### src/fp16_pkg.sv
`default_nettype none

package fp16_pkg;

    // half precision layout: sign, 5-bit exponent, 10-bit fraction
    parameter int fp16_w = 16;
    parameter int exp_w = 5;
    parameter int frac_w = 10;

    // biased exponent range
    parameter int exp_bias = 15;
    // exponent 31 is left for infinity
    parameter int exp_max = 30;

    // raw fp16 word
    typedef logic [fp16_w-1:0] fp16_t;

endpackage

`default_nettype wire

### src/fpu_op_pkg.sv
`default_nettype none

package fpu_op_pkg;

    // operations the unit accepts
    typedef enum logic [1:0] {
        op_mul  = 2'd0,
        op_sqr  = 2'd1,
        op_nmul = 2'd2
    } op_t;

    // default caller tag width
    parameter int tag_w = 4;

    // req to done, in cycles
    parameter int mul_lat = 2;

endpackage

`default_nettype wire

### src/stage_reg.sv
`timescale 1ns/1ps
`default_nettype none

module stage_reg #(
    parameter type payload_t = logic
) (
    input  logic     clk,
    input  logic     nRST,
    input  logic     load,
    input  payload_t d,
    output payload_t q,
    output logic     valid
);

    // q holds between loads
    // valid is a one-cycle pulse after each load
    always_ff @(posedge clk, negedge nRST) begin
        if (!nRST) begin
            q     <= '0;
            valid <= 1'b0;
        end else begin
            valid <= load;
            if (load) begin
                q <= d;
            end
        end
    end

endmodule

`default_nettype wire

### src/significand_mul.sv
`timescale 1ns/1ps
`default_nettype none

module significand_mul (
    input  logic [10:0] a,
    input  logic [10:0] b,
    output logic [12:0] product,
    output logic        carry,
    output logic        round_loss
);

    // partial product rows, one per bit of b
    logic [21:0] pp [11];

    // running sum and carry rows of the carry-save reduction
    logic [21:0] s_st [11];
    logic [21:0] c_st [11];

    // full 22-bit product after the final add
    logic [21:0] full;

    always_comb begin
        for (int i = 0; i < 11; i++) begin
            pp[i] = b[i] ? (22'(a) << i) : 22'd0;
        end
    end

    // 3:2 compression of each new row into the sum/carry pair
    // carries out of bit 21 can be dropped, product < 2^22
    always_comb begin
        s_st[0] = pp[0];
        c_st[0] = '0;
        for (int i = 1; i < 11; i++) begin
            s_st[i] = s_st[i-1] ^ c_st[i-1] ^ pp[i];
            c_st[i] = ((s_st[i-1] & c_st[i-1])
                     | (s_st[i-1] & pp[i])
                     | (c_st[i-1] & pp[i])) << 1;
        end
    end

    // single carry-propagate add of the last two rows
    assign full = s_st[10] + c_st[10];

    // bit 21 set means the product is in [2,4)
    assign carry = full[21];

    // keep 13 bits under the carry position
    assign product = full[20:8];

    // anything below is only needed as sticky info
    assign round_loss = |full[7:0];

endmodule

`default_nettype wire

### src/exp_adder.sv
`timescale 1ns/1ps
`default_nettype none

module exp_adder (
    input  logic       carry,
    input  logic [4:0] exp1,
    input  logic [4:0] exp2,
    output logic [4:0] sum,
    output logic       ovf,
    output logic       unf
);
    import fp16_pkg::*;

    // range is -15 .. 48, 7 signed bits is enough
    logic signed [6:0] exp_wide;

    always_comb begin
        exp_wide = 7'(exp1) + 7'(exp2) + 7'(carry) - 7'(exp_bias);
    end

    // above the largest finite exponent
    assign ovf = exp_wide > exp_max;
    // exponent 0 or below, no subnormal results
    assign unf = exp_wide < 1;

    // saturate: all ones for infinity, zero for underflow
    always_comb begin
        if (ovf) begin
            sum = '1;
        end else if (unf) begin
            sum = '0;
        end else begin
            sum = exp_wide[exp_w-1:0];
        end
    end

endmodule

`default_nettype wire

### src/fp16_mul.sv
`timescale 1ns/1ps
`default_nettype none

module fp16_mul (
    input  logic            clk,
    input  logic            nRST,
    input  logic            start,
    input  fp16_pkg::fp16_t a,
    input  fp16_pkg::fp16_t b,
    output fp16_pkg::fp16_t result,
    output logic            done,
    output logic            ovf,
    output logic            unf
);
    import fp16_pkg::*;

    // register 1 payload
    typedef struct packed {
        fp16_t op_a;
        fp16_t op_b;
    } operands_t;

    // register 2 payload, head = sign plus exponent
    typedef struct packed {
        logic [12:0]    product;
        logic           carry;
        logic           round_loss;
        logic [exp_w:0] a_head;
        logic [exp_w:0] b_head;
    } bundle_t;

    operands_t s1_d, s1_q;
    bundle_t   s2_d, s2_q;
    logic      s1_valid;

    logic [frac_w:0] sig_a, sig_b;
    logic [12:0]     mul_product;
    logic            mul_carry;
    logic            mul_round_loss;

    logic              res_sign;
    logic [exp_w-1:0]  exp_sum;
    logic              exp_ovf, exp_unf;
    logic [11:0]       frac_prod;
    logic              sticky;
    logic              round_up;
    logic [frac_w-1:0] frac_rnd;
    logic              zero_prod;

    // register 1: operand pair
    assign s1_d = '{op_a: a, op_b: b};

    stage_reg #(.payload_t(operands_t)) u_reg1 (
        .clk  (clk),
        .nRST (nRST),
        .load (start),
        .d    (s1_d),
        .q    (s1_q),
        .valid(s1_valid)
    );

    // implicit bit only for nonzero exponent, no renormalize
    assign sig_a = {|s1_q.op_a[fp16_w-2:frac_w], s1_q.op_a[frac_w-1:0]};
    assign sig_b = {|s1_q.op_b[fp16_w-2:frac_w], s1_q.op_b[frac_w-1:0]};

    significand_mul u_sig_mul (
        .a         (sig_a),
        .b         (sig_b),
        .product   (mul_product),
        .carry     (mul_carry),
        .round_loss(mul_round_loss)
    );

    // register 2: product plus the sign/exponent heads
    assign s2_d = '{product:    mul_product,
                    carry:      mul_carry,
                    round_loss: mul_round_loss,
                    a_head:     s1_q.op_a[fp16_w-1:frac_w],
                    b_head:     s1_q.op_b[fp16_w-1:frac_w]};

    stage_reg #(.payload_t(bundle_t)) u_reg2 (
        .clk  (clk),
        .nRST (nRST),
        .load (s1_valid),
        .d    (s2_d),
        .q    (s2_q),
        .valid(done)
    );

    assign res_sign = s2_q.a_head[exp_w] ^ s2_q.b_head[exp_w];

    exp_adder u_exp_add (
        .carry(s2_q.carry),
        .exp1 (s2_q.a_head[exp_w-1:0]),
        .exp2 (s2_q.b_head[exp_w-1:0]),
        .sum  (exp_sum),
        .ovf  (exp_ovf),
        .unf  (exp_unf)
    );

    // carry out: drop one more bit, exponent already bumped
    assign frac_prod = s2_q.carry ? s2_q.product[12:1] : s2_q.product[11:0];

    // bit shifted out on carry also counts as sticky
    assign sticky = frac_prod[0] | s2_q.round_loss | (s2_q.carry & s2_q.product[0]);

    // nearest even: round bit set and (sticky or odd lsb)
    assign round_up = frac_prod[1] & (sticky | frac_prod[2]);
    // all-ones fraction wraps to zero here
    assign frac_rnd = frac_prod[11:2] + frac_w'(round_up);

    // bits lost below the kept product still make it nonzero
    assign zero_prod = (s2_q.product == '0) && !s2_q.carry && !s2_q.round_loss;

    // flags only mean something for a nonzero product
    assign ovf = exp_ovf & ~zero_prod;
    assign unf = exp_unf & ~zero_prod;

    always_comb begin
        if (zero_prod) begin
            result = {res_sign, {(fp16_w-1){1'b0}}};
        end else if (exp_ovf || exp_unf) begin
            // infinity or zero, exponent already saturated
            result = {res_sign, exp_sum, {frac_w{1'b0}}};
        end else begin
            result = {res_sign, exp_sum, frac_rnd};
        end
    end

endmodule

`default_nettype wire

### src/fpu_ctrl.sv
`timescale 1ns/1ps
`default_nettype none

module fpu_ctrl #(
    parameter int TAG_W = fpu_op_pkg::tag_w
) (
    input  logic              clk,
    input  logic              nRST,
    input  logic              req,
    input  fpu_op_pkg::op_t   op,
    input  logic [TAG_W-1:0]  tag,
    input  fp16_pkg::fp16_t   a,
    input  fp16_pkg::fp16_t   b,
    input  logic              clr_flags,
    input  logic              done,
    input  logic              ovf,
    input  logic              unf,
    output logic              start,
    output fp16_pkg::fp16_t   mul_a,
    output fp16_pkg::fp16_t   mul_b,
    output logic [TAG_W-1:0]  result_tag,
    output logic              ovf_flag,
    output logic              unf_flag
);
    import fp16_pkg::*;
    import fpu_op_pkg::*;

    // one slot per multiplier stage
    logic [TAG_W-1:0] tag_pipe [mul_lat];

    // no handshake, req goes straight through
    assign start = req;
    assign mul_a = a;

    // operand select
    always_comb begin
        case (op)
            op_sqr:  mul_b = a;
            // flip b's sign, result sign follows
            op_nmul: mul_b = {~b[fp16_w-1], b[fp16_w-2:0]};
            default: mul_b = b;
        endcase
    end

    // slot 0 loads with the operands, later slots move every cycle
    always_ff @(posedge clk, negedge nRST) begin
        if (!nRST) begin
            for (int i = 0; i < mul_lat; i++) begin
                tag_pipe[i] <= '0;
            end
        end else begin
            if (req) begin
                tag_pipe[0] <= tag;
            end
            for (int i = 1; i < mul_lat; i++) begin
                tag_pipe[i] <= tag_pipe[i-1];
            end
        end
    end

    assign result_tag = tag_pipe[mul_lat-1];

    // sticky flags, clear has priority
    always_ff @(posedge clk, negedge nRST) begin
        if (!nRST) begin
            ovf_flag <= 1'b0;
            unf_flag <= 1'b0;
        end else if (clr_flags) begin
            ovf_flag <= 1'b0;
            unf_flag <= 1'b0;
        end else if (done) begin
            ovf_flag <= ovf_flag | ovf;
            unf_flag <= unf_flag | unf;
        end
    end

endmodule

`default_nettype wire

### src/fpu_top.sv
`timescale 1ns/1ps
`default_nettype none

module fpu_top #(
    parameter int TAG_W = fpu_op_pkg::tag_w
) (
    input  logic             clk,
    input  logic             nRST,
    input  logic             req,
    input  fpu_op_pkg::op_t  op,
    input  logic [TAG_W-1:0] tag,
    input  fp16_pkg::fp16_t  a,
    input  fp16_pkg::fp16_t  b,
    input  logic             clr_flags,
    output logic             done,
    output fp16_pkg::fp16_t  result,
    output logic [TAG_W-1:0] result_tag,
    output logic             ovf_flag,
    output logic             unf_flag
);

    // ctrl to multiplier
    logic            start;
    fp16_pkg::fp16_t mul_a, mul_b;
    // multiplier status back to ctrl
    logic            ovf, unf;

    fpu_ctrl #(.TAG_W(TAG_W)) u_ctrl (
        .clk       (clk),
        .nRST      (nRST),
        .req       (req),
        .op        (op),
        .tag       (tag),
        .a         (a),
        .b         (b),
        .clr_flags (clr_flags),
        .done      (done),
        .ovf       (ovf),
        .unf       (unf),
        .start     (start),
        .mul_a     (mul_a),
        .mul_b     (mul_b),
        .result_tag(result_tag),
        .ovf_flag  (ovf_flag),
        .unf_flag  (unf_flag)
    );

    fp16_mul u_mul (
        .clk   (clk),
        .nRST  (nRST),
        .start (start),
        .a     (mul_a),
        .b     (mul_b),
        .result(result),
        .done  (done),
        .ovf   (ovf),
        .unf   (unf)
    );

endmodule

`default_nettype wire

### config.mk
export PLATFORM = sky130hd
export DESIGN_NAME = fpu_top
export DESIGN_NICKNAME = d
export VERILOG_FILES = /design/src/fp16_pkg.sv /design/src/fpu_op_pkg.sv /design/src/stage_reg.sv /design/src/significand_mul.sv /design/src/exp_adder.sv /design/src/fp16_mul.sv /design/src/fpu_ctrl.sv /design/src/fpu_top.sv
export SDC_FILE = /design/constraint.sdc
export NUM_CORES = 1
export LEC_CHECK = 0
export BUFFER_PORTS_ARGS = -buffer_cell sky130_fd_sc_hd__buf_2
export CAP_MARGIN = 40
export CORE_MARGIN = 2
export CORE_UTILIZATION = 60
export DETAILED_ROUTE_END_ITERATION = 6
export PLACE_DENSITY = 0.8
export SLEW_MARGIN = 0
export SYNTH_ARGS = -nofsm -noshare
export SYNTH_HDL_FRONTEND = slang
export SYNTH_HIERARCHICAL = 1
export SYNTH_SLANG_ARGS = --single-unit
### constraint.sdc
create_clock -name clk -period 15.25 [get_ports clk]
set_input_delay 1.525 -clock clk [delete_from_list [all_inputs] [get_ports clk]]
set_output_delay 1.525 -clock clk [all_outputs]
set_load 0.005 [all_outputs]
==> flow_summary.json <==
{
  "endpoint_kind": "flop",
  "hold_violations": 0,
  "core_area_um2": 12100,
  "path_clk_slew_ns": 0.06,
  "mostFrequentLayoutCells": "112 x nand2_1, 92 x fa_1, 71 x dfrtp_1",
  "area_growth_pct": 5.99,
  "drt_iter0_drc": 270,
  "diodes": 0,
  "htreeDepth": 3,
  "vias_per_cell": 5.60,
  "r2r_setup_slack_ns": 7.57,
  "final_common_cell": "nand2_1",
  "yosysUniqueCellTypes": 63,
  "clock_tree.buffer_depth": 2,
  "clock_latency_ns": 0.34,
  "ys_seq_area_share_pct": 23.9,
  "synth_edf_count": 0,
  "rows": 40,
  "start_kind": "flop",
  "drv_slew": 0,
  "dr_total_vias": 4960,
  "postRouteAntennaNets": 0,
  "io_pins": 65,
  "synth-main-ff-cell": "dfrtp_1",
  "drcViolationCount": 0,
  "status": "finished clean",
  "cts_tree": "done",
  "slew_headroom_pct": 41.7,
  "numCtsBuffers": 9,
  "io_buffers": 64,
  "die_area_um2": 13300,
  "cts.sinks": 71,
  "die_x_um": 115,
  "min_period_ns": 7.68,
  "place_congestion": 0.833,
  "grtUsageTotal_pct": 24.5,
  "ys_ff_latch": 71,
  "grt_setup_unrepaired": "no",
  "die_h_um": 115,
  "hold_buffers": 0,
  "nNetsFinal": 879,
  "firstDrtPassIters": 5,
  "crit_type": "reg2reg",
  "dp_hpwl_mm": 11.2,
  "ys_warn_count": 6,
  "critPathMaxFanout": 11,
  "cts_root_buf": "clkbuf_16",
  "fmax_mhz": 130,
  "synthArstFlopShare_pct": 100,
  "antenna_found_initial": 0,
  "tns_ns": 0,
  "grt_pass1_wl_mm": 25.6,
  "critPathRequiredTime_ns": 15.47,
  "drive_gt1_share_pct": 22.6,
  "hp-class": "reg2reg",
  "cts_setup_buffers": 0,
  "cts_resized": 0,
  "start_util_pct": 61.6,
  "netlist_area_um2": 7430,
  "arrival_ns": 7.90,
  "grt_start_max_net_pins": 72,
  "finalWirelength_mm": 14.7,
  "grt-ovfl-total": 0,
  "synth.avg_cell_area_um2": 10.7,
  "wl_per_cell_um": 16.6,
  "finalCritPeriodShare_pct": 50.4,
  "grt_pass1_vias": 5505,
  "tightestPinTransition_ns": 0.874,
  "setup_viol": 0,
  "finalClockSkew_ns": 0.0100,
  "syn-instance-count": 694,
  "synth.net_count": 861,
  "maxCapViolCount": 0
}
-- synth_stat cells, drive strengths merged, types with 3 or more instances --
master  number  area [um^2]
a211oi       7         70.1
a21o         4         30.0
a21oi       17         88.8
a221oi       3         26.3
a22o        15          131
a311oi       3         26.3
a31oi        7         43.8
and2        25          156
and3         4         30.0
buf         35          339
clkbuf      25         93.8
dfrtp       71         1780
fa          92         1840
ha          33          413
inv         61          229
mux2        65          920
mux2i        4         40.0
nand2      112          420
nand2b       5         31.3
nand3        6         30.0
nand4        3         18.8
nor2        23         88.8
nor2b       16          115
nor3         8         50.1
o21ai        7         35.0
xnor2        9         78.8
xor2         4         35.0
-- cell type report --
cell class,instances,area (um^2)
Tap cell,168,210
Clock buffer,9,225
Timing Repair Buffer,67,355
Clock inverter,7,87.6
Sequential cell,71,1780
Fill cell,909,4180
Multi-Input combinational cell,502,4990
Inverter,61,229
-- worst max-delay path, stage by stage, from the launching register on --
cell	delay [ns]
dfrtp_1	0.40
nor3_1	0.26
nand2_1	0.33
and2_1	0.28
ha_1	0.27
inv_1	0.04
fa_1	0.47
fa_1	0.42
fa_1	0.55
fa_1	0.44
fa_1	0.51
fa_1	0.44
fa_1	0.54
fa_1	0.43
fa_1	0.50
inv_1	0.05
ha_1	0.20
inv_1	0.09
fa_1	0.26
nor2b_4	0.05
o21a_1	0.18
a31o_1	0.24
o41ai_2	0.26
xnor2_1	0.10
mux2_4	0.26
-- worst paths after layout --
path                       depth (start not counted)                from                   end
min                                                0  u_ctrl/tag_pipe[6]  u_ctrl/result_tag[2]
max                                               24  u_mul/u_reg1/q[27]    u_mul/u_reg2/q[25]
min reg2reg                                        0  u_ctrl/tag_pipe[6]  u_ctrl/result_tag[2]
max reg2reg                                       24  u_mul/u_reg1/q[27]    u_mul/u_reg2/q[25]
max in group asynchronous                          2                nRST    u_mul/u_reg2/q[26]
min in group asynchronous                          2                nRST    u_mul/u_reg1/q[25]
-- routing by layer --
| metal | part of all wire, % | global-route usage, % | vias to the layer above |
|---|---|---|---|
| met4 | 1.3 | 6.83 | 0 |
| met1 | 40 | 29.0 | 2517 |
| met2 | 55 | 45.7 | 122 |
| li1 | - | - | 2302 |
| met3 | 4.0 | 3.95 | 19 |
| met5 | 0 | 0 | - |
-- kinds of logic (layout without fill, tap and decap cells) --
kind of cell	after synthesis	after routing	share of synthesized area, %
buffers and inverters	121	144	8.90
AO/OA/AOI/OAI	78	78	8.18
XOR/XNOR	13	13	1.53
multiplexers	69	69	12.9
flip-flops	71	71	23.9
AND/OR/NAND/NOR	217	217	14.2
adder cells (fa/ha/maj)	125	125	30.3
-- sequential cells by signal, indices dropped and copies added (netlist names) --
name and count:
u_mul/u_reg2/valid 1, u_ctrl/ovf_flag 1, u_mul/u_reg2/q 27, u_ctrl/result_tag 4, u_mul/u_reg1/q 32, u_ctrl/tag_pipe 4, u_ctrl/unf_flag 1, u_mul/u_reg1/valid 1
-- stage by stage --
step,hold WS (ns),cells,instance area [um^2],setup slack [ns],utilization [%]
floorplan,0.350,694,7430,8.23,-
global placement,0.357,868,7550,8.00,62.6
detailed placement,0.361,869,7570,7.69,62.7
CTS,0.377,885,7880,7.53,65.3
global route,0.390,885,7880,7.19,65.3
finish,0.376,885,7880,7.57,65.3
Power is not shown: default switching activity piles up to over one toggle a cycle in this logic, so the estimate is an artifact.
